$ cat src/verilog/array_cfg.svh
`ifndef ARRAY_CFG_SVH
`define ARRAY_CFG_SVH

// array geometry
`define ARRAY_NUM_COL    3
`define ARRAY_NUM_LANE   4
`define ARRAY_LANE_W     32    // integer lanes

// storage sizes
`define ARRAY_VRF_DEPTH  16    // vector entries per column
`define ARRAY_FIFO_DEPTH 16    // words per lane fifo

`endif

$ cat src/verilog/array_pkg.sv
`include "array_cfg.svh"

package array_pkg;

    localparam int ADDR_W = $clog2(`ARRAY_VRF_DEPTH);
    localparam int LEN_W  = $clog2(`ARRAY_VRF_DEPTH) + 1;   // lengths run 1..depth

    typedef logic [`ARRAY_LANE_W-1:0] lane_word_t;

    // one chain beat, all lanes side by side
    typedef struct packed {
        lane_word_t [`ARRAY_NUM_LANE-1:0] data;
        logic [`ARRAY_NUM_LANE-1:0]       valid;
        logic                             last;
    } beat_t;

    // one word of a lane fifo
    typedef struct packed {
        lane_word_t data;
        logic       valid;
        logic       last;
    } lane_ent_t;

    typedef enum logic [1:0] {
        OP_NOP   = 2'd0,
        OP_CLEAR = 2'd1,
        OP_MACC  = 2'd2,
        OP_DRAIN = 2'd3
    } cmd_op_e;

    typedef struct packed {
        cmd_op_e           op;
        logic [ADDR_W-1:0] vd;     // accumulate into
        logic [ADDR_W-1:0] vs;     // multiply by
        logic [LEN_W-1:0]  len;    // in beats
        logic              rsvd;
    } cmd_macc_t;

    // clear and drain only need a start and a run length
    typedef struct packed {
        cmd_op_e           op;
        logic [ADDR_W-1:0] vd;
        logic [LEN_W-1:0]  len;    // in entries
        logic [ADDR_W:0]   spare;
    } cmd_move_t;

    typedef union packed {
        cmd_macc_t macc;
        cmd_move_t move;
    } cmd_u;

endpackage

$ cat src/verilog/lane_fifo.sv
`timescale 1ns/1ps
`include "array_cfg.svh"

module lane_fifo #(
    parameter int DEPTH = `ARRAY_FIFO_DEPTH
) (
    input  logic                 clk,
    input  logic                 rst,
    input  logic                 i_push,
    input  logic                 i_pop,
    input  array_pkg::lane_ent_t i_data,
    output array_pkg::lane_ent_t o_data,
    output logic                 o_empty,
    output logic                 o_full
);
    import array_pkg::*;

    localparam int PTR_W = $clog2(DEPTH);

    lane_ent_t        mem [DEPTH];
    logic [PTR_W-1:0] wr_ptr;
    logic [PTR_W-1:0] rd_ptr;
    logic [PTR_W:0]   count;
    logic             do_push;
    logic             do_pop;

    assign do_push = i_push && !o_full;    // dropped when full
    assign do_pop  = i_pop && !o_empty;

    always_ff @(posedge clk) begin
        if (rst) begin
            wr_ptr <= '0;
            rd_ptr <= '0;
            count  <= '0;
        end else begin
            if (do_push)
                wr_ptr <= (wr_ptr == PTR_W'(DEPTH - 1)) ? '0 : wr_ptr + 1'b1;
            if (do_pop)
                rd_ptr <= (rd_ptr == PTR_W'(DEPTH - 1)) ? '0 : rd_ptr + 1'b1;
            count <= count + (PTR_W + 1)'(do_push) - (PTR_W + 1)'(do_pop);
        end
    end

    always_ff @(posedge clk) begin
        if (do_push)
            mem[wr_ptr] <= i_data;
    end

    // show-ahead read
    assign o_data  = mem[rd_ptr];
    assign o_empty = (count == '0);
    assign o_full  = (count == (PTR_W + 1)'(DEPTH));

endmodule

$ cat src/verilog/stream_feeder.sv
`timescale 1ns/1ps
`include "array_cfg.svh"

module stream_feeder (
    input  logic                                      clk,
    input  logic                                      rst,
    input  logic [`ARRAY_NUM_LANE*`ARRAY_LANE_W-1:0] i_tdata,
    input  logic [`ARRAY_NUM_LANE*4-1:0]             i_tkeep,
    input  logic                                      i_tvalid,
    input  logic                                      i_tlast,
    output logic                                      o_tready,
    input  logic                                      i_macc_active,
    input  logic                                      i_drain_pending,
    input  logic                                      i_stall,
    output array_pkg::beat_t                          o_head_beat
);
    import array_pkg::*;

    localparam int NL = `ARRAY_NUM_LANE;
    localparam int W  = `ARRAY_LANE_W;

    lane_ent_t     push_ent [NL];
    lane_ent_t     pop_ent  [NL];
    logic [NL-1:0] lane_full;
    logic [NL-1:0] lane_empty;
    logic          push;
    logic          pop;

    assign o_tready = !(|lane_full) && !i_drain_pending;
    assign push     = i_tvalid && o_tready;
    // every beat lands in all lanes, so the fifos fill and empty together
    assign pop = i_macc_active && !i_stall && !i_drain_pending && !(|lane_empty);

    always_comb begin
        for (int l = 0; l < NL; l++) begin
            push_ent[l] = '{data:  i_tdata[l*W +: W],
                            valid: &i_tkeep[l*4 +: 4],   // needs the whole nibble
                            last:  i_tlast};
        end
    end

    for (genvar l = 0; l < NL; l++) begin : g_lane
        lane_fifo u_fifo (
            .clk     (clk),
            .rst     (rst),
            .i_push  (push),
            .i_pop   (pop),
            .i_data  (push_ent[l]),
            .o_data  (pop_ent[l]),
            .o_empty (lane_empty[l]),
            .o_full  (lane_full[l])
        );
    end

    // head of the chain, empty beat when nothing popped
    always_ff @(posedge clk) begin
        if (rst) begin
            o_head_beat.valid <= '0;
            o_head_beat.last  <= 1'b0;
        end else if (!i_stall) begin
            for (int l = 0; l < NL; l++) begin
                o_head_beat.data[l]  <= pop_ent[l].data;
                o_head_beat.valid[l] <= pop && pop_ent[l].valid;
            end
            o_head_beat.last <= pop && pop_ent[0].last;
        end
    end

endmodule

$ cat config.mk
export PLATFORM = sky130hd
export DESIGN_NAME = stream_feeder
export DESIGN_NICKNAME = d
export VERILOG_FILES = /design/src/verilog/array_pkg.sv /design/src/verilog/lane_fifo.sv /design/src/verilog/stream_feeder.sv
export VERILOG_INCLUDE_DIRS = /design/src /design/src/verilog
export SDC_FILE = /design/constraint.sdc
export NUM_CORES = 2
export LEC_CHECK = 0
export BUFFER_PORTS_ARGS = -buffer_cell sky130_fd_sc_hd__buf_4
export CAP_MARGIN = 15
export CELL_PAD_IN_SITES_DETAIL_PLACEMENT = 1
export CELL_PAD_IN_SITES_GLOBAL_PLACEMENT = 2
export CORE_MARGIN = 3
export CORE_UTILIZATION = 35
export DETAILED_ROUTE_END_ITERATION = 6
export MAX_ROUTING_LAYER = met4
export PLACE_DENSITY = 0.59
export REMOVE_ABC_BUFFERS = 1
export SYNTH_ARGS = -nofsm -noshare
export SYNTH_HDL_FRONTEND = slang
export SYNTH_HIERARCHICAL = 1
export SYNTH_SLANG_ARGS = --single-unit
$ cat constraint.sdc
create_clock -name clk -period 7.1 [get_ports clk]
set_input_delay 1.42 -clock clk [delete_from_list [all_inputs] [get_ports clk]]
set_output_delay 1.42 -clock clk [all_outputs]
set_load 0.005 [all_outputs]
Word-level counts from Yosys, hierarchy flattened
Memories as Yosys holds them, arrays and structs flattened. A register that Yosys moved wholly into a read port is not among the register bits.
Index checks and enable logic that the tools add are counted.
{ "op_classes": {"addsub": 16, "n_lt_le_gt_ge": 0, "reduce_logical": 41, "mul": 0, "n_bitwise": 2, "n_div": 0, "shift": 0, "eq_ne": 12, "mux": 24} }
{ "ops": {"columns": ["cell", "count"], "rows": [
  ["$mux W4", 16],
  ["$add A4 B1 Y4 const B", 8],
  ["$eq A4 B4 Y1 const B", 8],
  ["$add A5 B1 Y5", 4],
  ["$eq A5 B5 Y1 const B", 4],
  ["$logic_not A5 Y1", 4],
  ["$sub A5 B1 Y5", 4],
  ["$logic_and A1 B1 Y1", 18],
  ["$reduce_and A4 Y1", 4],
  ["$logic_not A1 Y1", 12],
  ["$mux W1", 8],
  ["$reduce_or A4 Y1", 2],
  ["$not A1 Y1", 2],
  ["$reduce_and A2 Y1", 1]
]} }
{ "word_totals": {"romBits": 0, "latch_bits": 0, "output_inout_bits": 134, "elab_cells": 117, "mem_count": 4, "regBits": 185, "mem_bits_rw": 2176} }
{ "mem_list": {"columns": ["name", "depth", "width", "rd", "rd_clocked_by_memory_dff", "write_ports", "line_no", "source"], "rows": [
  ["g_lane[0].u_fifo.mem", 16, 34, 1, 1, 1, "lane_fifo.sv:20", "lane_ent_t mem [DEPTH];"],
  ["g_lane[1].u_fifo.mem", 16, 34, 1, 1, 1, "lane_fifo.sv:20", null],
  ["g_lane[2].u_fifo.mem", 16, 34, 1, 1, 1, "lane_fifo.sv:20", null],
  ["g_lane[3].u_fifo.mem", 16, 34, 1, 1, 1, "lane_fifo.sv:20", null]
]} }

Logic depth before layout (Yosys ltp)
{ "logic_depth": {"word_depth": 8, "mapped_depth": 17} }

Hierarchy
Netlist, hierarchy kept.
{ "modules_own_cells": {"columns": ["mod", "cells_per_inst", "n_inst", "area_per_inst_um2", "seq_area_each_um2"], "rows": [
  ["lane_fifo (g_lane[2].u_fifo ...)", 936, 2, 21227.9, 16676.0],
  ["lane_fifo (g_lane[0].u_fifo ...)", 936, 2, 21221.6, 16676.0],
  ["stream_feeder", 162, 1, 4175.3, 3943.8]
]} }

Least setup slack after synthesis
Ideal clock, no wire load.
{ "synth_timing": {"kind": "input -> register", "start": "input rst", "end": "register o_head_beat[100] (netlist bit) (enable)", "n_path_buf": 1, "arrival_time_ns": 6.981, "required_ns": 6.483, "cell_stages": 2, "path_slack_ns": -0.498, "cell_sequence": "clkbuf_1 -> nor2_1"} }
{ "synth_via": {"elab_chain_len": 2} }
{ "synth_rtl": {"columns": ["item", "line_no", "source"], "rows": [
  ["start: declaration", "stream_feeder.sv:6", "input logic rst,"],
  ["$not A1 Y1 (no source line)", null, null],
  ["$reduce_and A2 Y1 (no source line)", null, null],
  ["end: declaration", "stream_feeder.sv:15", "output array_pkg::beat_t o_head_beat"]
]} }
Every way passes these cells.
A chain may end at the register's enable or synchronous reset.

Worst setup path after layout
{ "layout_timing": {"start": "register g_lane[0].u_fifo.count[3]", "end": "output o_tready"} }
{ "layout_via": {"elab_chain_len": 4} }
{ "layout_rtl": {"columns": ["item", "line_no", "source"], "rows": [
  ["start: declaration", "lane_fifo.sv:23", "logic [PTR_W:0] count;"],
  ["start signal: assignment", "lane_fifo.sv:40", "count <= count + (PTR_W + 1)'(do_push) - (PTR_W + 1)'(do_pop);"],
  ["$eq A5 B5 Y1", "lane_fifo.sv:52", "assign o_full = (count == (PTR_W + 1)'(DEPTH));"],
  ["named net lane_full[0]", "stream_feeder.sv:24", "logic [NL-1:0] lane_full;"],
  ["$reduce_or A4 Y1", "stream_feeder.sv:29", "assign o_tready = !(|lane_full) && !i_drain_pending;"],
  ["$logic_not A1 Y1", "stream_feeder.sv:29", null],
  ["$logic_and A1 B1 Y1", "stream_feeder.sv:29", null],
  ["end: declaration", "stream_feeder.sv:11", "output logic o_tready,"]
]} }
The timed path passes the listed nets, and every way through them passes these cells.

==> run_results.csv <==
group,metric,value,unit
outcome,outcome,"completed",
finish,final_cell_count_no_fill,7738,
synthesis,yosys_warnings,6,
routing,vias,39939,
global_routing,grt-ovfl-total,0,
floorplan,die_x,505,microns
timing,tightestPinTransition,1180,ps
global_routing,grt_max_degree,137,
routing,drtAntennaViolNets,0,
pwr,power.total,29200,uW
critical_path,path_delay_family,"simple AND/OR/NAND/NOR gates",
critical_path,crit_fanout,6,
critical_path,critPathArrivalTime,2940,ps
pwr,clockPowerShare,0.418,
clock_tree,cts_root_buffer,"clkbuf_16",
global_routing,first_global_vias,43403,
clock_tree,clk_latency,870,ps
place,gp_congestion,0.703,
timing,setup_viol,0,
timing,rsz0062_at_grt,"no",
critical_path,worstPathCellList,"inv_1 -> ha_1 -> and4bb_1 -> or4_1 -> nor2_1 -> buf_4",
job,drv_cap,0,
place,dp_cells,7294,
clock_tree,ctsHtreeMaxLevel,4,
min_path,hold_start,"g_lane[2].u_fifo/rd_ptr[0]",
synthesis,avgSynthCellArea,22.8,sq um
critical_path,r2r-start,"g_lane[3].u_fifo/count[3]",
routing,wirelength,206000,microns
pwr,power_density,289,mW/mm^2
synthesis,syn_area,0.0873,sq mm
clock_tree,postCtsSetupBuffers,0,
global_routing,track_usage,0.165,
place,dp_hpwl,111000,microns
floorplan,coreArea,0.247,sq mm
global_routing,grt_first_pass_wirelength,303000,microns
pwr,power_frac_seq,0.532,
critical_path,worstRegToRegCells,16,
routing,routedWlPerCell,26.6,microns
pwr,ir_drop,252,uV
critical_path,cp_slowest_cell,"or4_1",
routing,drcViolationCount,0,
pwr,p_sw_frac,0.215,
critical_path,path_buf_inv,2,
critical_path,cp-start-kind,"flop",
finish,syn_to_final_growth,15.8,%
clock_tree,cts_buffers,241,
timing,finalHoldViolCount,0,
min_path,min_path_cells,2,
place,pre_cts_ws,2320,ps
critical_path,r2r_slack,2890,ps
timing,slew_headroom,0.213,
clock_tree,post_cts_resized,0,
finish,drive_above_1_share,0.294,
critical_path,worstPathRequired,5680,ps
routing,drt_iter0_markers,3097,
pwr,internal_power,22900,uW
pwr,p_switching,6270,uW
timing,fin_crit,4360,ps
finish,final_nets,4433,
floorplan,die-area,0.255,sq mm
floorplan,ios,285,
critical_path,r2r-end,"g_lane[0].u_fifo/count[4]",
clock_tree,clk_pin_slew,60,ps
synthesis,syn_inst,3837,
critical_path,crit_path_end_kind,"output pin",
clock_tree,hold_buffers,0,
critical_path,crit_type,"reg -> out",
timing,fmax,229,MHz
critical_path,cp_slowest_stage_delay,600,ps
timing,slew_viol_final,0,
floorplan,chipHeight,505,microns
routing,vias_per_cell,5.16,
global_routing,antenna_found_initial,10,
floorplan,row_count,182,
timing,fin_ws,2740,ps
routing,dr.pass1.iters,5,
pwr,total_leakage_power,0.0312,uW
pwr,power_frac_comb,0.050,
clock_tree,cts_buffer_depth,3,
clock_tree,cts_tree,"built",
place,numPortBuffers,284,
timing,final.setup_skew,64.9,ps
min_path,hold_path_class,"reg -> reg",
timing,fin_crit_sh,0.614,
floorplan,start_util,0.353,
timing,timing.hold.ws,482,ps
clock_tree,cts_sinks,2329,
==> per-layer routing <==
layer  vias to the layer above  global-route usage  share of wire
met2                       892               0.261           0.49
met3                       262              0.0267          0.044
met1                     21777               0.225           0.45
li1                      17008                   -              -
met4                         0              0.0366          0.019
met5                         -                   -              0
==> worst max path at each step <==
stage | to | slack [ps] | depth (start not counted) | startpoint
after detailed placement | g_lane[0].u_fifo/count[4] | 2320 | 13 | i_drain_pending
after CTS | o_tready | 2520 | 6 | g_lane[0].u_fifo/count[3]
after global routing | o_tready | 2550 | 6 | g_lane[0].u_fifo/count[2]
after global placement | g_lane[0].u_fifo/count[4] | 2320 | 13 | i_drain_pending
final | o_tready | 2740 | 6 | g_lane[0].u_fifo/count[3]
after floorplan | o_head_beat[100] | -270 | 1 | rst
==> worst min-delay path: stages (launching register included) <==
cell	delay, ps
dfxtp_1	330
nand2_1	60
a21oi_1	70
==> power groups by stage <==
stage	combinational [uW]	clock, uW	sequential [uW]
finish	1450	12200	15500
global route	1610	13200	15500
CTS	1470	12600	15500
detailed placement	1460	0	15800
global placement	1440	0	15800
floorplan	713	0	15800
==> sequential cells by signal, indices dropped and copies added (netlist names), named ones only <==
name	cells
g_lane.u_fifo/rd_ptr	16
g_lane.u_fifo/mem	2128
g_lane.u_fifo/count	20
o_head_beat	133
g_lane.u_fifo/wr_ptr	16
==> cell usage in the layout (no fill, tap or decap), types with 8 or more instances in the layout <==
master and count:
dfxtp_4 8, clkinv_2 37, buf_12 13, nor2_1 29, a311o_1 8, and2_2 52, xnor2_1 8, bufinv_16 19
nand2b_1 9, clkinv_1 51, a21oi_1 40, nor2b_4 8, clkbuf_16 242, mux4_2 532, nor3_1 8, ha_1 44
inv_1 36, a22oi_1 266, buf_4 332, clkbuf_1 55, nand3_1 12, dfxtp_1 65, edfxtp_1 2256, xor2_1 12
nor2b_1 8, nand2_1 158, and3_2 16
==> final cells by class <==
class	count	area, sq um
Clock buffer	297	6260
Timing Repair Buffer	345	2750
Inverter	36	135
Clock inverter	134	1350
Multi-Input combinational cell	1281	17200
Antenna cell	4	10.0
Tap cell	3312	4140
Sequential cell	2329	69200
Fill cell	22986	146000
==> through the flow <==
step                area [sq um]  utilization  TNS (ps)
finish                    101000        0.409         0
global route              101000        0.409         0
CTS                       101000        0.408         0
detailed placement         93300        0.378         0
global placement           93300        0.378         0
floorplan                  86300            -    -33960
No activity file was read; power rests on OpenSTA's default activity.
