<file path="src/verilog/array_cfg.svh">
`ifndef ARRAY_CFG_SVH
`define ARRAY_CFG_SVH

// array geometry
`define ARRAY_NUM_COL    3
`define ARRAY_NUM_LANE   4
`define ARRAY_LANE_W     32    // integer lanes

// storage sizes
`define ARRAY_VRF_DEPTH  16    // vector entries per column
`define ARRAY_FIFO_DEPTH 16    // words per lane fifo

`endif

</file>
<file path="src/verilog/array_pkg.sv">
`include "array_cfg.svh"

package array_pkg;

    localparam int ADDR_W = $clog2(`ARRAY_VRF_DEPTH);
    localparam int LEN_W  = $clog2(`ARRAY_VRF_DEPTH) + 1;   // lengths run 1..depth

    typedef logic [`ARRAY_LANE_W-1:0] lane_word_t;

    // one chain beat, all lanes side by side
    typedef struct packed {
        lane_word_t [`ARRAY_NUM_LANE-1:0] data;
        logic [`ARRAY_NUM_LANE-1:0]       valid;
        logic                             last;
    } beat_t;

    // one word of a lane fifo
    typedef struct packed {
        lane_word_t data;
        logic       valid;
        logic       last;
    } lane_ent_t;

    typedef enum logic [1:0] {
        OP_NOP   = 2'd0,
        OP_CLEAR = 2'd1,
        OP_MACC  = 2'd2,
        OP_DRAIN = 2'd3
    } cmd_op_e;

    typedef struct packed {
        cmd_op_e           op;
        logic [ADDR_W-1:0] vd;     // accumulate into
        logic [ADDR_W-1:0] vs;     // multiply by
        logic [LEN_W-1:0]  len;    // in beats
        logic              rsvd;
    } cmd_macc_t;

    // clear and drain only need a start and a run length
    typedef struct packed {
        cmd_op_e           op;
        logic [ADDR_W-1:0] vd;
        logic [LEN_W-1:0]  len;    // in entries
        logic [ADDR_W:0]   spare;
    } cmd_move_t;

    typedef union packed {
        cmd_macc_t macc;
        cmd_move_t move;
    } cmd_u;

endpackage

</file>
<file path="src/verilog/lane_fifo.sv">
`timescale 1ns/1ps
`include "array_cfg.svh"

module lane_fifo #(
    parameter int DEPTH = `ARRAY_FIFO_DEPTH
) (
    input  logic                 clk,
    input  logic                 rst,
    input  logic                 i_push,
    input  logic                 i_pop,
    input  array_pkg::lane_ent_t i_data,
    output array_pkg::lane_ent_t o_data,
    output logic                 o_empty,
    output logic                 o_full
);
    import array_pkg::*;

    localparam int PTR_W = $clog2(DEPTH);

    lane_ent_t        mem [DEPTH];
    logic [PTR_W-1:0] wr_ptr;
    logic [PTR_W-1:0] rd_ptr;
    logic [PTR_W:0]   count;
    logic             do_push;
    logic             do_pop;

    assign do_push = i_push && !o_full;    // dropped when full
    assign do_pop  = i_pop && !o_empty;

    always_ff @(posedge clk) begin
        if (rst) begin
            wr_ptr <= '0;
            rd_ptr <= '0;
            count  <= '0;
        end else begin
            if (do_push)
                wr_ptr <= (wr_ptr == PTR_W'(DEPTH - 1)) ? '0 : wr_ptr + 1'b1;
            if (do_pop)
                rd_ptr <= (rd_ptr == PTR_W'(DEPTH - 1)) ? '0 : rd_ptr + 1'b1;
            count <= count + (PTR_W + 1)'(do_push) - (PTR_W + 1)'(do_pop);
        end
    end

    always_ff @(posedge clk) begin
        if (do_push)
            mem[wr_ptr] <= i_data;
    end

    // show-ahead read
    assign o_data  = mem[rd_ptr];
    assign o_empty = (count == '0);
    assign o_full  = (count == (PTR_W + 1)'(DEPTH));

endmodule

</file>
<file path="src/verilog/stream_collector.sv">
`timescale 1ns/1ps
`include "array_cfg.svh"

module stream_collector (
    input  logic                                      clk,
    input  logic                                      rst,
    input  array_pkg::beat_t                          i_beat,
    input  logic                                      i_tready,
    output logic [`ARRAY_NUM_LANE*`ARRAY_LANE_W-1:0] o_tdata,
    output logic [`ARRAY_NUM_LANE*4-1:0]             o_tkeep,
    output logic                                      o_tvalid,
    output logic                                      o_tlast,
    output logic                                      o_stall,
    output logic                                      o_empty
);
    import array_pkg::*;

    localparam int NL = `ARRAY_NUM_LANE;
    localparam int W  = `ARRAY_LANE_W;

    lane_ent_t     push_ent [NL];
    lane_ent_t     pop_ent  [NL];
    logic [NL-1:0] lane_full;
    logic [NL-1:0] lane_empty;
    logic [NL-1:0] lane_last;
    logic          push;
    logic          pop;

    assign o_stall  = |lane_full;     // holds the whole chain
    assign push     = (|i_beat.valid) && !o_stall;
    assign o_empty  = &lane_empty;
    assign o_tvalid = !(|lane_empty);
    assign pop      = o_tvalid && i_tready;
    assign o_tlast  = o_tvalid && (&lane_last);

    always_comb begin
        for (int l = 0; l < NL; l++) begin
            push_ent[l] = '{data: i_beat.data[l], valid: i_beat.valid[l], last: i_beat.last};
            o_tdata[l*W +: W]  = pop_ent[l].data;
            o_tkeep[l*4 +: 4]  = {4{pop_ent[l].valid}};   // lane valid back to a keep nibble
            lane_last[l]       = pop_ent[l].last;
        end
    end

    for (genvar l = 0; l < NL; l++) begin : g_lane
        lane_fifo u_fifo (
            .clk     (clk),
            .rst     (rst),
            .i_push  (push),
            .i_pop   (pop),
            .i_data  (push_ent[l]),
            .o_data  (pop_ent[l]),
            .o_empty (lane_empty[l]),
            .o_full  (lane_full[l])
        );
    end

endmodule

</file>
<file path="config.mk">
export PLATFORM = sky130hd
export DESIGN_NAME = stream_collector
export DESIGN_NICKNAME = d
export VERILOG_FILES = /design/src/verilog/array_pkg.sv /design/src/verilog/lane_fifo.sv /design/src/verilog/stream_collector.sv
export VERILOG_INCLUDE_DIRS = /design/src /design/src/verilog
export SDC_FILE = /design/constraint.sdc
export NUM_CORES = 2
export LEC_CHECK = 0
export BUFFER_PORTS_ARGS = -buffer_cell sky130_fd_sc_hd__clkbuf_2
export CORE_MARGIN = 2
export CORE_UTILIZATION = 35
export CTS_BUF_LIST = sky130_fd_sc_hd__clkbuf_8
export CTS_CLUSTER_SIZE = 30
export DETAILED_ROUTE_END_ITERATION = 8
export SLEW_MARGIN = 20
export SYNTH_ARGS = -nofsm -noshare
export SYNTH_HDL_FRONTEND = slang
export SYNTH_HIERARCHICAL = 1
export SYNTH_SLANG_ARGS = --single-unit
</file>
<file path="constraint.sdc">
create_clock -name clk -period 6.7 [get_ports clk]
set_input_delay 0.335 -clock clk [delete_from_list [all_inputs] [get_ports clk]]
set_output_delay 0.335 -clock clk [all_outputs]
set_load 0.01 [all_outputs]
</file>
After elaboration in Yosys (flattened, before gate mapping)
Memories as Yosys holds them, arrays and structs flattened. A register that Yosys moved wholly into a read port is not among the register bits.
Index checks and enable logic that the tools add are counted.
- bits in registers: 52
- latch bits: 0
- memory bits (writable): 2176
- memory bits (read-only): 0
- input port bits: 136
- output and inout port bits: 148
- word-level logic and storage cells: 98
- memories kept: 4
- add/sub/neg operators: 16
- $mul: 0
- divide/modulo/power cells: 0
- order comparisons: 0
- eq/ne operators: 12
- shift operators: 0
- multiplexer cells: 24
- bitwise operators: 0
- reduce and logical (&&, ||, !) cells: 30
- memories (name ; depth ; bits a word ; rd ports ; clocked after Yosys merged registers in ; wr ports ; line ; RTL):
    g_lane[0].u_fifo.mem ; 16 ; 34 ; 1 ; 1 ; 1 ; lane_fifo.sv:20 ; lane_ent_t mem [DEPTH];
    g_lane[1].u_fifo.mem ; 16 ; 34 ; 1 ; 1 ; 1 ; lane_fifo.sv:20 ;
    g_lane[2].u_fifo.mem ; 16 ; 34 ; 1 ; 1 ; 1 ; lane_fifo.sv:20 ;
    g_lane[3].u_fifo.mem ; 16 ; 34 ; 1 ; 1 ; 1 ; lane_fifo.sv:20 ;
- operators with widths (operator ; number):
    $mux 4 ; 16
    $add 4x1->4 const B ; 8
    $eq 4x4->1 const B ; 8
    $add 5x1->5 ; 4
    $eq 5x5->1 const B ; 4
    $logic_not 5->1 ; 4
    $sub 5x1->5 ; 4
    $reduce_or 4->1 ; 3
    $logic_and 1x1->1 ; 11
    $logic_not 1->1 ; 10
    $mux 1 ; 8
    $reduce_and 4->1 ; 2

Longest topological paths before layout
- word-level depth: 7
- gate-level depth with buffers: 16
- gate-level depth less buffers: 16

By module
Netlist, hierarchy kept.
- by module, submodules not included (module ; times used ; cells each ; area an instance (sq um) ; seq. area each (sq um)):
    lane_fifo at g_lane[2].u_fifo ... ; 2 ; 936 ; 21227.9 ; 16676.0
    lane_fifo at g_lane[0].u_fifo ... ; 2 ; 936 ; 21221.6 ; 16676.0
    stream_collector ; 1 ; 20 ; 147.6 ; 0.0

Least setup slack after synthesis
No wires, ideal clock.
- path kind: reg2reg
- from: register g_lane[1].u_fifo.count[2]
- to: register g_lane[0].u_fifo.count[4]
- data arrival time: 3631 ps
- data required time: 6630 ps
- path slack: 3000 ps
- cell stages (with the launch flop): 16
- buffers on the path: 1
- path through: dfxtp_1 inv_1 ha_1 and4bb_1 or4_4 nor2_1 nand2b_1 clkbuf_1 ha_1 inv_1 ha_1 fa_1 a21oi_1 nor2_1 or3_1 a21oi_1
- longest elaborated chain between the ends: 7
- elaborated cells on any way between the ends: 12
- RTL lines (element ; line ; RTL):
    start, declared ; lane_fifo.sv:23 ; logic [PTR_W:0] count;
    start signal, assigned ; lane_fifo.sv:40 ; count <= count + (PTR_W + 1)'(do_push) - (PTR_W + 1)'(do_pop);
    $eq 5x5->1 ; lane_fifo.sv:52 ; assign o_full = (count == (PTR_W + 1)'(DEPTH));
    via lane_full[1] ; stream_collector.sv:23 ; logic [NL-1:0] lane_full;
    $reduce_or 4->1 ; stream_collector.sv:29 ; assign o_stall = |lane_full;
    via o_stall ; stream_collector.sv:13 ; output logic o_stall,
    $logic_not 1->1 ; stream_collector.sv:30 ; assign push = (|i_beat.valid) && !o_stall;
    $logic_and 1x1->1 ; stream_collector.sv:30 ;
    via push ; stream_collector.sv:26 ; logic push;
    $logic_and 1x1->1 ; lane_fifo.sv:27 ; assign do_push = i_push && !o_full;
    $add 5x1->5 ; lane_fifo.sv:40 ;
    $sub 5x1->5 ; lane_fifo.sv:40 ;
    end signal, assigned ; lane_fifo.sv:40 ;
    end, declared ; lane_fifo.sv:23 ;
The timed path passes the listed nets, and every way through them passes these cells.
A chain may end at the register's enable or synchronous reset.

Final worst setup path
- from: register g_lane[0].u_fifo.count[3]
- to: memory g_lane[2].u_fifo/mem[11][1] (netlist name), enable pin
- longest elaborated chain between the ends: 7
- RTL lines (element ; line ; RTL):
    $eq 5x5->1 ; lane_fifo.sv:52 ;
    via lane_full[0] ; stream_collector.sv:23 ;
    $reduce_or 4->1 ; stream_collector.sv:29 ;
    $logic_not 1->1 ; stream_collector.sv:30 ;
    $logic_and 1x1->1 ; stream_collector.sv:30 ;
    via push ; stream_collector.sv:26 ;
    $logic_and 1x1->1 ; lane_fifo.sv:27 ;
    $mux 1 ; lane_fifo.sv:45 ; if (do_push)
    $mux 1 (implied by the code) ; lane_fifo.sv:46 ; mem[wr_ptr] <= i_data;
    end, declared ; lane_fifo.sv:20 ;
The timed path passes the listed nets, and every way through them passes these cells.

==> results.md <==
* Status: finished, final reports clean
* Finished Layout Cells at 7856
* Via Count at 40.24k
* FF-to-FF End: g_lane[2].u_fifo/mem[11][1]
* Seq/Total Area, Yosys at 0.7843
* Ports at 284
* Switching part of the total at 0.2746
* CP max FO at 34
* Endpoint class of the critical path: flip-flop
* Final Hold Fails at 0
* Placed insts at 7067
* Async SR Flop Fraction at 0
* Die ar. at 0.2469 mm^2
* Num CTS Buffers at 379
* CTS tree: built
* Slowest CP cell: and2_2
* Iteration-0 DRC Markers at 3426
* Cells after Synth at 3764
* Finished Cell Area at 0.09819 mm^2
* Setup Total Neg Slack at 0 ns
* Peak supply drop at 0.3640 mV
* Htree depth at 5
* Arr. time, crit path at 4.97 ns
* Number of distinct library cells after synthesis at 39
* Slew headroom at 0.2585
* Post-CTS Hold Fix Bufs at 134
* I/O Buffers at 283
* Ys flop type: edfxtp_1
* DP Worst Slack at 2.309 ns
* Synthesized area at 0.08505 mm^2
* Post-DP Area at 0.08996 mm^2
* Clock skew at 0.1246 ns
* Critical setup path kind: reg -> reg
* Root Buffer Master: clkbuf_8
* Chip height at 496.9 um
* # rows at 180
* DR pass1 iterations at 5
* Min cycle time layout at 4.396 ns
* Synth top area cells: edfxtp_1 77%, mux4_2 14%, a22oi_1 2.4%
* Initial antenna violation count at 15
* Global Route Usage Sum at 0.1510
* Reg clk slew, reported paths at 0.06 ns
* Clock share of power at 0.313
* Combinational power share at 0.203
* Area leader, netlist: edfxtp_1
* Gpl congestion at 0.7284
* CP startpoint: g_lane[0].u_fifo/count[3]
* Final Max Slew Viols at 0
* Grt ovf at 0
* ANT nets after route at 0
* Detail Placement HPWL at 103900 um
* Number of synthesized register bits at 2244
* Initial core utilization at 0.3529
* Worst-skew pair later-pin latency at 1.06 ns
* Crit path cell chain: inv_1, ha_1, and4bb_1, or4_4, nor2_2, nand2b_1, nor3b_1, and2_2
* Via/cell ratio at 5.122
* Post-synth net total at 3948
* Clock buffer depth at 4
* Layout cells sized above 1 at 0.3008
* WHS Path Cells at 4
* Post-CTS Setup Bufs at 0
* Critical path destination: g_lane[2].u_fifo/mem[11][1]
* Core Region at 0.2410 mm^2
* FF-to-FF Start: g_lane[0].u_fifo/count[3]
* Clk sinks at 2244
* Max cap viols at 0
* PwrDens at 361.9 mW/mm^2
* Most frequent cell after synthesis: edfxtp_1
* Min-Delay Path Class: in -> reg
* Actual slew at the worst max-slew pin at 1.112 ns
* Crit path launch type: flip-flop
* Number of synthesized flops with an enable pin at 2176
* Vias in the first global route at 42.08k
* Avg Inst Size Synth at 22.59 um^2
* Area growth from synthesis to layout at 15.45%
* Nets at 4584
* Post-CTS sizing at 0
* Setup-failing EPs final at 0
* NetSw at 9757 uW
* RSZ-0062 raised after global routing: false
* Top cell type's share of synthesized area at 0.7683
* Internal at 25770 uW
* Pleak at 0.03102 uW
* Synth cell count leaders: 2176 x edfxtp_1, 544 x mux4_2, 272 x a22oi_1
* Share of the clock period used by the worst path after layout at 0.6561
* Flop pwr share at 0.485
* Final worst slack at 2.304 ns
* Reg2Reg Depth at 8
* Slowest stage delay, CP at 0.89 ns
* Wire length per cell at 24.23 um
* R2R setup slack at 2.30 ns
* Largest net degree at the start of global routing at 137
* Max Fclk at 0.2275 GHz
* Synth warn at 6
* Die Wd at 496.9 um
* Worst EP required at 7.27 ns
* # DRC at 0
* First-pass GRT wire length at 280500 um
* Final WL at 190300 um
critical path: cells and delay by family (launching register included):
family | cells | cell delay (ns)
and+or+nand+nor | 6 | 3.32
DFF | 1 | 0.34
adders and majority gates | 1 | 0.18
buffers and inverters | 1 | 0.07
state kept, by name, indices dropped and copies added, names as in the netlist, named ones only:
register	cells
g_lane.u_fifo/wr_ptr	16
g_lane.u_fifo/count	20
g_lane.u_fifo/rd_ptr	16
g_lane.u_fifo/mem	2176
area by class of cell:
cell class	instances	area, um^2
clock inverter	260	1439
fill	21270	142800
timing repair buffer	455	3167
sequential	2244	66730
antenna	6	15.01
tap	3185	3985
inverter	36	135.1
multi-input combinational	1284	17400
clock buffer	386	5313
stage by stage:
stage	hold slack (ns)	total power, uW	utilization
after floorplan	0.4041	22170	-
after global placement	0.4776	24710	0.3733
after detailed placement	0.4831	24810	0.3733
after CTS	0.1143	36090	0.4069
after global routing	0.1822	37230	0.4075
final	0.1969	35530	0.4075
layout by cell type (no fill, tap or decap), types with 10 or more instances in the layout:
master         instances
buf_4                 28
a21oi_1               40
xor2_1                12
a22oi_1              272
dfxtp_1               60
edfxtp_1            2176
nand2_1              156
clkbuf_2             283
mux4_2               544
clkinv_1              77
and3_4                10
dlygate4sd3_1        134
clkbuf_8             386
nor2_1                28
and2_4                14
bufinv_16             14
inv_1                159
ha_1                  44
and2_2                38
nand3_1               12
clkinv_2              34
power by group through the flow:
stage,Sequential [uW],Combinational (uW),Clock [uW]
finish,17200,7210,11100
global route,17300,7850,12000
CTS,17300,7340,11500
detailed placement,17600,7240,0
global placement,17500,7200,0
floorplan,17300,4900,0
worst min path at each step:
stage	end	startpoint	slack [ns]
6_report	flip-flop	i_tready	0.20
3_3_place_gp	flip-flop	g_lane[1].u_fifo/rd_ptr[1]	0.48
5_1_grt	flip-flop	i_tready	0.18
3_5_place_dp	flip-flop	g_lane[3].u_fifo/rd_ptr[1]	0.48
2_1_floorplan	g_lane[0].u_fifo/count[4]	rst	0.40
4_1_cts	flip-flop	i_tready	0.11
metal layers:
metal	wire, um	vias up	GRT usage
met4	4082	14	0.04221
met5	93	-	0
met2	90870	1276	0.2395
li1	-	17250	-
met1	83850	21370	0.2123
met3	11440	333	0.03039
kinds of logic (layout without fill, tap and decap cells):
kind of cell	count (synthesis)	in the layout	share of synthesized area
AOI/OAI and AO/OA	336	336	0.02848
xor gates and xnor gates	20	20	0.002060
adders and majority gates	48	48	0.007415
buffers and inverters	236	1137	0.01380
DFF	2244	2244	0.7843
muxes	548	548	0.1445
other	0	6	0
and+or+nand+nor	332	332	0.01939
Power figures use the tool's default switching activity.
