$ cat src/verilog/array_cfg.svh
`ifndef ARRAY_CFG_SVH
`define ARRAY_CFG_SVH

// array geometry
`define ARRAY_NUM_COL    3
`define ARRAY_NUM_LANE   4
`define ARRAY_LANE_W     32    // integer lanes

// storage sizes
`define ARRAY_VRF_DEPTH  16    // vector entries per column
`define ARRAY_FIFO_DEPTH 16    // words per lane fifo

`endif

$ cat src/verilog/array_pkg.sv
`include "array_cfg.svh"

package array_pkg;

    localparam int ADDR_W = $clog2(`ARRAY_VRF_DEPTH);
    localparam int LEN_W  = $clog2(`ARRAY_VRF_DEPTH) + 1;   // lengths run 1..depth

    typedef logic [`ARRAY_LANE_W-1:0] lane_word_t;

    // one chain beat, all lanes side by side
    typedef struct packed {
        lane_word_t [`ARRAY_NUM_LANE-1:0] data;
        logic [`ARRAY_NUM_LANE-1:0]       valid;
        logic                             last;
    } beat_t;

    // one word of a lane fifo
    typedef struct packed {
        lane_word_t data;
        logic       valid;
        logic       last;
    } lane_ent_t;

    typedef enum logic [1:0] {
        OP_NOP   = 2'd0,
        OP_CLEAR = 2'd1,
        OP_MACC  = 2'd2,
        OP_DRAIN = 2'd3
    } cmd_op_e;

    typedef struct packed {
        cmd_op_e           op;
        logic [ADDR_W-1:0] vd;     // accumulate into
        logic [ADDR_W-1:0] vs;     // multiply by
        logic [LEN_W-1:0]  len;    // in beats
        logic              rsvd;
    } cmd_macc_t;

    // clear and drain only need a start and a run length
    typedef struct packed {
        cmd_op_e           op;
        logic [ADDR_W-1:0] vd;
        logic [LEN_W-1:0]  len;    // in entries
        logic [ADDR_W:0]   spare;
    } cmd_move_t;

    typedef union packed {
        cmd_macc_t macc;
        cmd_move_t move;
    } cmd_u;

endpackage

$ cat src/verilog/drain_control.sv
`timescale 1ns/1ps
`include "array_cfg.svh"

module drain_control (
    input  logic                      clk,
    input  logic                      rst,
    input  logic                      i_cmd_valid,
    input  array_pkg::cmd_u           i_cmd,
    input  logic [`ARRAY_NUM_COL-1:0] i_cmd_col,
    input  logic [`ARRAY_NUM_COL-1:0] i_drain_done,
    output logic [`ARRAY_NUM_COL-1:0] o_supplier,
    output logic                      o_last_supplier,
    output logic                      o_drain_pending
);
    import array_pkg::*;

    logic [`ARRAY_NUM_COL-1:0] pend_q;     // columns still to drain

    always_ff @(posedge clk) begin
        if (rst)
            pend_q <= '0;
        else if (i_cmd_valid && (i_cmd.move.op == OP_DRAIN))
            pend_q <= i_cmd_col;
        else
            pend_q <= pend_q & ~i_drain_done;
    end

    // isolate lowest set bit, so columns supply in ascending order
    assign o_supplier = pend_q & (~pend_q + 1'b1);

    assign o_last_supplier = (pend_q != '0) && ((pend_q & ~o_supplier) == '0);
    assign o_drain_pending = |pend_q;

endmodule

$ cat config.mk
export PLATFORM = sky130hd
export DESIGN_NAME = drain_control
export DESIGN_NICKNAME = d
export VERILOG_FILES = /design/src/verilog/array_pkg.sv /design/src/verilog/drain_control.sv
export VERILOG_INCLUDE_DIRS = /design/src /design/src/verilog
export SDC_FILE = /design/constraint.sdc
export NUM_CORES = 1
export LEC_CHECK = 0
export ABC_AREA = 1
export BUFFER_PORTS_ARGS = -buffer_cell sky130_fd_sc_hd__buf_4
export CAP_MARGIN = 10
export CELL_PAD_IN_SITES_DETAIL_PLACEMENT = 2
export CELL_PAD_IN_SITES_GLOBAL_PLACEMENT = 2
export CORE_MARGIN = 5
export CORE_UTILIZATION = 10
export CTS_CLUSTER_SIZE = 25
export DETAILED_ROUTE_END_ITERATION = 10
export PLACE_DENSITY_LB_ADDON = 0.08
export REMOVE_ABC_BUFFERS = 1
export SETUP_SLACK_MARGIN = 0.2
export SYNTH_ARGS = -nofsm -noshare
export SYNTH_HDL_FRONTEND = slang
export SYNTH_SLANG_ARGS = --single-unit
$ cat constraint.sdc
create_clock -name clk -period 0.86 [get_ports clk]
set_input_delay 0.172 -clock clk [delete_from_list [all_inputs] [get_ports clk]]
set_output_delay 0.172 -clock clk [all_outputs]
set_load 0.02 [all_outputs]
; ---- Word-level counts from Yosys, hierarchy flattened
; Index checks and enable logic that the tools add are counted.
[classes]
n_addsub = 1
eq_ne = 1
muxes = 1
bitwise_logic = 6
reduce_logical = 5
[op_table]
columns = operator, n
row1 = $and A3 B3 Y3, 3
row2 = $not A3 Y3, 3
row3 = $add A3 B1 Y3 const B, 1
row4 = $logic_not A3 Y1, 1
row5 = $mux W3, 1
row6 = $reduce_bool A3 Y1, 1
row7 = $reduce_or A3 Y1, 1
row8 = $eq A2 B2 Y1 const B, 1
row9 = $logic_and A1 B1 Y1, 2
[word_totals]
reg_bits = 3
out_inout_bits = 5
elab_cells = 15

; ---- Longest topological paths before layout
; Gate-level depths: netlist of the first run.
[logic_depth]
ltp_word = 7
depth_mapped = 5
depth_no_buf = 5

; ---- Worst setup path before layout of the first run
; No wires, ideal clock.
[synth_path]
path_type = register -> output
from = register pend_q[0]
to = output port o_last_supplier
arrival_time_ns = 0.787
t_required_ns = 0.688
setup_slack_ns = -0.099
stages_incl_launch_ff = 5
n_path_buf = 0
path_cell_list = dfxtp_1 inv_2 nand3_2 nand3_1 inv_1
[synth_via]
elab_chain_cells = 7
word_cells_on_any_way = 8
cone_classes = add/sub: 1 / bitwise: 4 / reduce/logical: 3
[synth_lines]
columns = element, line
row1 = start: declaration, drain_control.sv:17  ; logic [`ARRAY_NUM_COL-1:0] pend_q;
row2 = start signal: assignment, drain_control.sv:23  ; pend_q <= i_cmd_col;
row3 = start signal: assignment, drain_control.sv:25  ; pend_q <= pend_q & ~i_drain_done;
row4 = $not A3 Y3, drain_control.sv:29  ; assign o_supplier = pend_q & (~pend_q + 1'b1);
row5 = $add A3 B1 Y3, drain_control.sv:29
row6 = $and A3 B3 Y3, drain_control.sv:29
row7 = $not A3 Y3, drain_control.sv:31  ; assign o_last_supplier = (pend_q != '0) && ((pend_q & ~o_supplier) == '0);
row8 = $and A3 B3 Y3, drain_control.sv:31
row9 = $logic_not A3 Y1, drain_control.sv:31
row10 = $logic_and A1 B1 Y1 (*), drain_control.sv:31
row11 = end: declaration, drain_control.sv:12  ; output logic o_last_supplier,
; Every way passes the cells marked *; elsewhere a longest branch is shown, timed or not.

; ---- Final worst setup path of the first run
[layout_path]
from = register pend_q[1]
to = output port o_last_supplier
; The elaborated chain is that of the path after synthesis.

==> run summary, run 1 <==
For the worst setup path, the data arrival time is 0.99 ns. The logs give 3 for the total number of clock tree sinks and 0.484 for the clock power share. In the final layout, flip-flops and latches occupy 66.3 µm².

The top-level I/O count was 30. Summing over every cut layer, the via total after detailed routing is 295. The CTS H-tree depth is 1, and the total area of multi-input combinational cells is 103 µm². Ranked by flip-flop count, first place goes to pend_q.

The aggregate global-route resource usage is 0.0661. Class of the worst hold path: primary input to flop. The logs give 548 µV for the worst-case vdd ir drop and 0.300 for the part of the Yosys area used for sequential elements. The detailed router's first-iteration violation count was 2. Number of inserted filler cells in the final layout: 256. TritonCTS built the clock tree. The proportion of layout cells with a drive suffix above 1 was 0.554; the number of hold violations in the final report was 0.

The final period demand of the worst path is 1.17 ns. The flow ran to the end, but the final reports show violations. The logs give 0 for the initial antenna violation count and 9 for the distinct cell type count of the synthesized netlist. The post-layout utilization of the core was 0.210; the placement-stage cell area was 362 µm². Max-cap violations in this run came to 0. Internal power comes to 0.391 mW. The checks that failed: setup timing. The final hold slack came out at 0.170 ns. The power dissipated by switching net loads was 0.155 mW; the synthesized instance count was 35.

STA classifies the critical path startpoint as a flop. The run gives 200 µm² as the netlist area before placement. Entering global routing, the biggest net connects 7 pins.

In this run the most critical hold path is launched from i_cmd_col[0]. Dividing the synthesized area by the synthesized cell count gives 5.72 µm². The critical path capture point type was an output port. Clock latency on the worst-skew pair, taken at its later pin, is 0.24 ns. Part of the power in registers: 0.275. For the pin with the worst max-slew slack, the measured transition is 0.145 ns. After routing the design area is 408 µm². After routing, the total negative slack on setup checks comes to -1.17 ns. The register bit count reported by yosys was 3; the upper clock frequency limit was 0.857 GHz. The relative slew slack came out at 0.903. Final weighted congestion of routability-driven global placement: 0.657.

The starting density of the core was 0.103. The flip-flop count of the largest register after layout was 3; the count of port buffers added during placement was 15. The setup path with the least slack is of type flop to output port.

The tools report the combinational share of power as 0.242. The die covers 3000 µm². Wires add up to 779 µm.

The number of warning messages in the yosys log came out at 0. For the worst setup path, the data required time is 0.69 ns. Setup repair after global routing could not meet its margin everywhere. The first global-routing pass estimated 1.30 mm of wire. Power spread over the standard cell area amounts to 1340 nW/µm². Worst setup slack after layout: -0.306 ns. The largest registers in the layout are pend_q: 3 flops.

Global routing finished with a remaining overflow of 0. The setup slack after placement came out at -0.144 ns. For this run, design rule violations remaining after detail routing come to 0.

For the internal reg-to-reg setup slack, the log shows 0.04 ns. The switching power share of the total was 0.284. The floorplan core area is 1940 µm², and the die height is 54.7 µm.

The per-cell via count in the routed design came out at 3.55. For this run, the post-layout net count is 82. Summed over all nets, the half-perimeter wirelength after detailed placement is 649 µm. The total of endpoints with negative setup slack in the final report was 5.

From synthesis to final layout, the design area changed by 104%. For the worst-case clock buffer depth, the log shows 2. The worst setup skew after layout came out at 0 ns. The period utilization is 1.36.

The worst register-to-register path begins at pend_q[0]$_SDFF_PP0_. The run gives 0 as the count of final max-slew check failures. The most critical setup path has its startpoint at pend_q[1]$_SDFF_PP0_.

The run gives 3 as the number of CTS-inserted buffers. The tools report the clock tree root driver cell as clkbuf_4. The tools report the via count of the first global-routing pass as 335. The per-cell routed wire length was 9.39 µm; the die span in x was 54.7 µm. The count of nets left with antenna violations once routing finished came out at 0.

Summed over all cells, the static leakage comes to 0.237 nW. Detailed-router iteration count before antenna repair: 4. The CTS clock-pin slew for the worst setup and hold paths is 0.04 ns, and the number of antenna cells inserted is 0. After floorplanning, the core was divided into 16 placement rows.

Of all nets on the critical path, the largest fanout is 3.
-- layout make-up --
class	count	share of cell area
repair buffers	18	0.359
clock buffers	4	0.0644
flip-flops and latches	3	0.163
multi-input cells	23	0.252
inverters	8	0.0798
well taps	27	0.0828
-- logic make-up (layout without fill, tap and decap cells) --
kind of cell | count (synthesis) | after routing | share of synthesized area
buffers and inverters | 9 | 30 | 0.188
and+or+nand+nor | 23 | 23 | 0.513
DFF | 3 | 3 | 0.300
-- worst max-delay path, stage by stage (launching register included) --
cell,delay (ns)
dfxtp_2,0.32
inv_2,0.08
nand3_2,0.09
nand3_1,0.09
inv_1,0.05
buf_6,0.12
-- timing repair --
action / CTS / global route
resized for setup: 8 / 2
buffers inserted: 0 / 0
pin swaps: 0 / 1
hold buffers: 0 / 0
endpoints found under the setup margin: 8 / 8
-- metal layers --
layer | part of all wire | GRT usage
met2 | 0.52 | 0.108
met1 | 0.36 | 0.0596
met3 | 0.096 | 0.0300
met5 | 0 | 0
met4 | 0.024 | 0.0622
-- power by group through the flow --
stage / Combinational (mW) / Sequential [mW] / Clock [mW]
finish: 0.132 / 0.150 / 0.264
detailed placement: 0.125 / 0.153 / 0
global route: 0.144 / 0.152 / 0.285
floorplan: 0.0493 / 0.153 / 0
global placement: 0.120 / 0.152 / 0
CTS: 0.132 / 0.150 / 0.269
-- layout by cell type (no fill, tap or decap), types with 2 or more instances in the layout --
cell,instances
dfxtp_2,2
nor2_1,8
buf_4,15
clkbuf_4,3
nand3_2,2
inv_2,3
buf_6,3
inv_1,4
nand2_1,11
-- worst paths after layout --
| kind | end | cells after the start |
|---|---|---|
| max | o_last_supplier | 5 |
| min | pend_q[0]$_SDFF_PP0_ | 3 |
| max reg2reg | pend_q[0]$_SDFF_PP0_ | 5 |
| min reg2reg | pend_q[2]$_SDFF_PP0_ | 4 |
-- synth_stat cells (all sizes together) --
cell   number  area [µm²]
nand2      12        47.6
inv         8        30.0
buf         1        7.51
nand3       3        25.0
nor2        8        30.0
dfxtp       3        60.1
-- metrics by stage --
step	std cells	power (mW)
finish	83	0.547
global route	83	0.580
CTS	83	0.551
detailed placement	79	0.278
global placement	79	0.272
floorplan	34	0.203
(Power assumes the default switching activity.)
==> inputs of run 2 (changes only) <==
clock period = 0.98 ns   (was 0.86 ns; I/O delays follow)
==> run 2 against run 1 <==
The flow still finishes with violations (setup timing). Critical path type unchanged. Wire length fell by 1.8%. Cell count is the same. Combinational power decreased by 8%. Die area unchanged. Utilization grew 0.19 points. Via count fell by 5.8%. Register-to-register slack gained 0.08 ns. Sequential power decreased by 11%. First-iteration DRC count down 100%.
==> run summary, run 2 (synthesis results as in run 1) <==
The run gives 0.851 GHz as the upper clock frequency limit. Power spread over the standard cell area amounts to 1150 nW/µm². Setup repair after global routing could not meet its margin everywhere.

The number of cells on the worst reg-to-reg path is 6. The worst path in the final design needs a cycle of 1.17 ns, including I/O delays and setup. The placement-stage cell area was 347 µm²; the worst setup slack after layout was -0.195 ns. The repair_antennas step left the layout with diodes totalling 0.

The floorplan step defined a die boundary enclosing 3000 µm². The final reports fail on setup timing. The per-cell routed wire length came out at 9.22 µm. Setup violations remaining at the end of the flow were counted as 5.

Counting the fill cells in the layout gives 249. The logs give 313 for the via count of the first global-routing pass and 0.103 for the starting density of the core. The critical path goes through inv_2 > nand2_2 > nand2_1 > nand3_1 > inv_1 > buf_6. TritonCTS built the clock tree. The count of buffers added on input and output ports is 15.

Leaving out fill and tap cells, the most frequent cells in the layout are buf_4 (13), nand2_1 (10), nor2_1 (8). The relative slew slack is 0.902. The longest individual stage delay on the worst path came out at 0.32 ns. The post-route DRC violation count is 0, and the number of nets in the final layout is 82. The congestion estimate from routability-driven global placement came to 0.656. In this run the critical register-to-register path is captured at pend_q[0]$_SDFF_PP0_.

The proportion of layout cells with a drive suffix above 1 was 0.554; the arrival time of data at the critical path endpoint was 0.98 ns. Together, buffers and inverters on the worst path number 3. The floorplan has 16 rows. The path with the worst hold slack has its endpoint at pend_q[0]$_SDFF_PP0_.

The largest fanout on the critical path is 3. The logs give 0 for the number of hold violations in the final report and 0 for the count of final max-slew check failures. The startpoint identified for the worst hold timing path is i_cmd_col[0].

Dividing the detail-routed via count by the number of cells gives 3.35. The die span in x is 54.7 µm, and the count of cells along the worst hold path is 3. Entering global routing, the biggest net connects 7 pins.

Most common cell after layout, fill and taps aside: buf_4. The flow ran to the end, but the final reports show violations. The period utilization is 1.20, and the top-level I/O count is 30.

The detail route stage leaves a number of antenna-violating nets equal to 0. Counting the buffers created by CTS gives 3. The aggregate global-route resource usage is 0.0622. Relative to the synthesized area, the layout overhead comes to 106%. Flip-flop count of the largest register after layout: 3. The first global-routing pass estimated 1.24 mm of wire. STA puts the critical path data required time at 0.78 ns. Clock skew on the completed layout was measured at 0 ns. STA classifies the critical path endpoint as an output port.

The finished cells cover 412 µm². Top register by number of flip-flops: pend_q. For the worst-skew pair, the clock arrives at the later sink with an insertion delay of 0.23 ns. The clock tree root driver cell was clkbuf_4. The startpoint kind of the worst setup timing path was a flop.

CTS H-tree depth: 1. The run gives 278 as the number of vias in the routed layout. The tools report the worst-case clock buffer depth as 2. The beginning of the worst register-to-register path was pend_q[0]$_SDFF_PP0_. The largest registers in the layout are pend_q: 3 flops. The CTS clock-pin slew for the worst setup and hold paths was 0.04 ns.

The worst-case vdd ir drop is 387 µV. The detailed router's first-iteration violation count is 0. Initial antenna violation count: 0.

For the post-layout utilization of the core, the log shows 0.212. The tools report the total number of clock tree sinks as 3. The slew at the pin closest to its max-slew limit works out to 0.146 ns. The total overflow left after global routing is 0. For the internal reg-to-reg setup slack, the log shows 0.12 ns. The analysis attributes to cell leakage a power of 0.236 nW. The floorplan step set the die height to 54.7 µm. The min-delay analysis places its worst path in the category primary input to flop. The setup path with the least slack is of type flop to output port.

The largest delay contributor family on the critical path is flip-flops. Max-cap violations in this run came to 0. For this block, the routed nets add up to 765 µm of wire. The detailed-router iteration count before antenna repair is 1, and the floorplan core area is 1940 µm². The cell at the slowest stage of the critical path is dfxtp_2.
run 2: area by class of cell:
cell class                 count  area, µm²  share of cell area
clock buffer                   4       26.3              0.0638
timing repair buffer          18        154               0.374
inverter                       8       30.0              0.0729
tap                           27       33.8              0.0821
multi-input combinational     23        105               0.255
sequential                     3       62.6               0.152
run 2: stage by stage:
step	std cells	hold WS, ns	setup WS [ns]	TNS [ns]	total power [mW]
3_5_place_dp	77	0.453	-0.0481	-0.0481	0.240
3_3_place_gp	77	0.422	-0.0154	-0.0154	0.235
4_1_cts	82	0.194	-0.224	-0.782	0.478
2_1_floorplan	34	0.331	-0.144	-0.182	0.178
6_report	83	0.194	-0.195	-0.748	0.474
5_1_grt	83	0.203	-0.274	-1.08	0.514
run 2: how the worst max path moves through the flow:
stage | start | end | slack [ns] | cells after the start
2_1_floorplan | pend_q[0]$_SDFF_PP0_ | o_last_supplier | -0.14 | 4
3_3_place_gp | pend_q[0]$_SDFF_PP0_ | o_last_supplier | -0.02 | 6
3_5_place_dp | pend_q[1]$_SDFF_PP0_ | o_last_supplier | -0.05 | 6
4_1_cts | pend_q[1]$_SDFF_PP0_ | o_last_supplier | -0.22 | 6
5_1_grt | pend_q[1]$_SDFF_PP0_ | o_last_supplier | -0.27 | 6
6_report | pend_q[1]$_SDFF_PP0_ | o_last_supplier | -0.19 | 6
run 2: worst min-delay path, delay by kind of cell:
family        cells  cell delay (ns)
simple gates      2             0.11
buf+inv           1             0.08
run 2: metal layers:
| metal | up-vias | track usage | share of wire |
|---|---|---|---|
| li1 | 142 | - | - |
| met4 | 0 | 0.0622 | 0 |
| met5 | - | 0 | 0 |
| met1 | 126 | 0.0596 | 0.34 |
| met2 | 10 | 0.100 | 0.58 |
| met3 | 0 | 0.0218 | 0.080 |
run 2: report_power, final:
group          leakage [nW]  switching [mW]  internal [mW]  total [mW]
Combinational         0.196          0.0541         0.0681       0.122
Clock                0.0150          0.0664          0.153       0.219
Sequential           0.0253         0.00454          0.128       0.133
Total                 0.236           0.125          0.349       0.474
run 2: what timing repair did:
item | in CTS | in global routing
setup buffers | 1 | 1
pin swaps | 3 | 0
cloned | 0 | 0
endpoints found under the setup margin | 6 | 6
hold buffers | 0 | 0
resized for setup | 8 | 2
==> inputs of run 3 (changes only) <==
BUFFER_PORTS_ARGS = -buffer_cell sky130_fd_sc_hd__buf_2   (was -buffer_cell sky130_fd_sc_hd__buf_4)
PLACE_DENSITY_LB_ADDON = 0.1   (was 0.08)
==> run 3 against run 2 <==
The flow still finishes with violations (setup timing). Worst hold slack is essentially flat. Wire length shrank 14%. Combinational power shrank 14%. Via count shrank 4.0%. Worst setup slack gained 0.013 ns. Global-route usage shrank 0.73 points. Register-to-register slack lost 0.03 ns. Sequential cell count is the same. First-iteration DRC count grew 1. Count of clock-buffer cells in the layout is the same. Power shrank 5.3%. Largest cell class unchanged.
==> run summary, run 3 (synthesis results as in run 1) <==
The critical setup path kind is flop to output port. The CTS H-tree depth is 1. Setup violations remaining at the end of the flow were counted as 5. The wire-length estimate of the detail-placed layout is 566 µm. Via count of the first global-routing pass: 310.

The first detailed-routing pass took 2 iterations. The flow ran to the end, but the final reports show violations. The final reports fail on setup timing. The clock tree root driver cell was clkbuf_4. Setup repair after global routing could not meet its margin everywhere. The post-route DRC violation count came out at 0.

More flip-flops sit in one register than any other, and that register is pend_q. Final hold slack: 0.194 ns. The wire length after detailed routing came out at 655 µm. The period utilization works out to 1.19. The tools report the pin count of the biggest net entering global routing as 7. The die is 54.7 µm wide.

The class of the worst hold path was primary input to flop. The full die area is 3000 µm². In the final layout, the registers with the most flip-flops are pend_q: 3 flops. In this run the worst path has a maximum fanout of 4. The tools report the insertion delay to the later sink of the worst-skew pair as 0.23 ns.

Power spread over the standard cell area amounts to 1160 nW/µm². After the last flow step, the layout net total stands at 82. Across all layers, the routed design uses 267 vias. The initial antenna violation count is 0. The worst setup path is captured at an output port. The per-cell via count in the routed design is 3.22, and the area added between synthesis and finish is 93.1%. The relative slew slack was 0.914; the final period demand of the worst path was 1.16 ns. Max-cap violations in this run came to 0. Leaving out fill and tap cells, the most frequent cells in the layout are nand2_1 (11), buf_2 (10), nor2_1 (8). The tools report the static power due to leakage as 0.229 nW. The proportion of layout cells with a drive suffix above 1 is 0.554, and the upper clock frequency limit is 0.861 GHz. In this run the core area contains 16 standard-cell rows. The endpoint required time on the critical path is 0.78 ns, and the count of final max-slew check failures is 0. The longest clock path from root to sink contains 2 buffers.

Timing analysis after detailed placement gives a worst setup slack of -0.0564 ns. The global-route wire length before repair is 1.10 mm. IR analysis of the VDD net gives a maximum drop of 519 µV. At the worst endpoint, the arrival time is 0.97 ns. The post-layout utilization of the core came out at 0.199. STA classifies the critical path startpoint as a flop. The library cell used most frequently in the layout, excluding fill and tap cells, is nand2_1. The worst setup skew after layout was 0 ns. The per-cell routed wire length is 7.89 µm. The slew at the pin closest to its max-slew limit is 0.129 ns, and the floorplan core area is 1940 µm². Port buffering added 15 buffers.

The number of antenna diodes in the final layout is 0. 30 I/O pins were placed. The tools report the aggregate global-route resource usage as 0.0549. The CTS clock-pin slew for the worst setup and hold paths was 0.04 ns; the number of CTS-inserted buffers was 3.

The tools report the starting density of the core as 0.103. The logs give 0 for the count of nets left with antenna violations after detail routing and 0 for the number of buffers inserted by hold repair at cts. The flip-flop count of the largest register after layout was 3.

TritonCTS built the clock tree. Number of hold violations in the final report: 0. Remaining global-route overflow: 0. The worst setup slack after layout was -0.182 ns. The floorplan step set the die height to 54.7 µm. The tools report the detailed router's first-iteration violation count as 1.

The congestion estimate from routability-driven global placement came to 0.604. The total number of clock tree sinks is 3.
[run 3: cell type report]
| class | instances | area [µm²] |
|---|---|---|
| fillers | 255 | 1560 |
| multi-input cells | 23 | 103 |
| well taps | 27 | 33.8 |
| inverters | 8 | 32.5 |
| flip-flops and latches | 3 | 66.3 |
| repair buffers | 18 | 125 |
| clock buffers | 4 | 26.3 |
[run 3: final timing paths]
check | depth (start not counted) | slack (ns) | to | start
max | 6 | -0.18 | o_last_supplier | pend_q[0]$_SDFF_PP0_
min | 3 | 0.19 | pend_q[0]$_SDFF_PP0_ | i_cmd_col[0]
max reg2reg | 6 | 0.09 | pend_q[0]$_SDFF_PP0_ | pend_q[0]$_SDFF_PP0_
min reg2reg | 4 | 0.56 | pend_q[2]$_SDFF_PP0_ | pend_q[2]$_SDFF_PP0_
[run 3: per-layer routing]
metal | wire [µm] | part of all wire | up-vias | global-route usage
li1 | - | - | 140 | -
met1 | 294 | 0.45 | 117 | 0.0564
met3 | 37 | 0.056 | 0 | 0.0354
met2 | 322 | 0.49 | 10 | 0.0807
met5 | 0 | 0 | - | 0
met4 | 0 | 0 | 0 | 0.0373
[run 3: report_power, final]
group	internal [mW]	switching (mW)
logic	0.0535	0.0512
registers	0.127	0.00480
clock network	0.152	0.0604
total	0.332	0.116
[run 3: critical path, cell delays in order, from the launching register on]
cell	delay, ns
dfxtp_4	0.35
inv_4	0.05
nand2_2	0.04
nand2_1	0.05
nand3_1	0.06
inv_1	0.07
buf_6	0.11
[run 3: timing repair]
item,CTS,global route
endpoints found under the setup margin,6,7
cloned,0,0
pin swaps,2,0
buffers inserted,0,1
resized for setup,13,3
[run 3: per-stage QoR]
step                      cell area (µm²)  total power, mW  std cells  setup TNS [ns]
final                                 387            0.449         83          -0.558
after global routing                  387            0.491         83          -0.933
after CTS                             373            0.462         82          -0.596
after global placement                317            0.221         78         -0.0528
after floorplan                       193            0.178         34          -0.182
after detailed placement              317            0.223         78         -0.0564
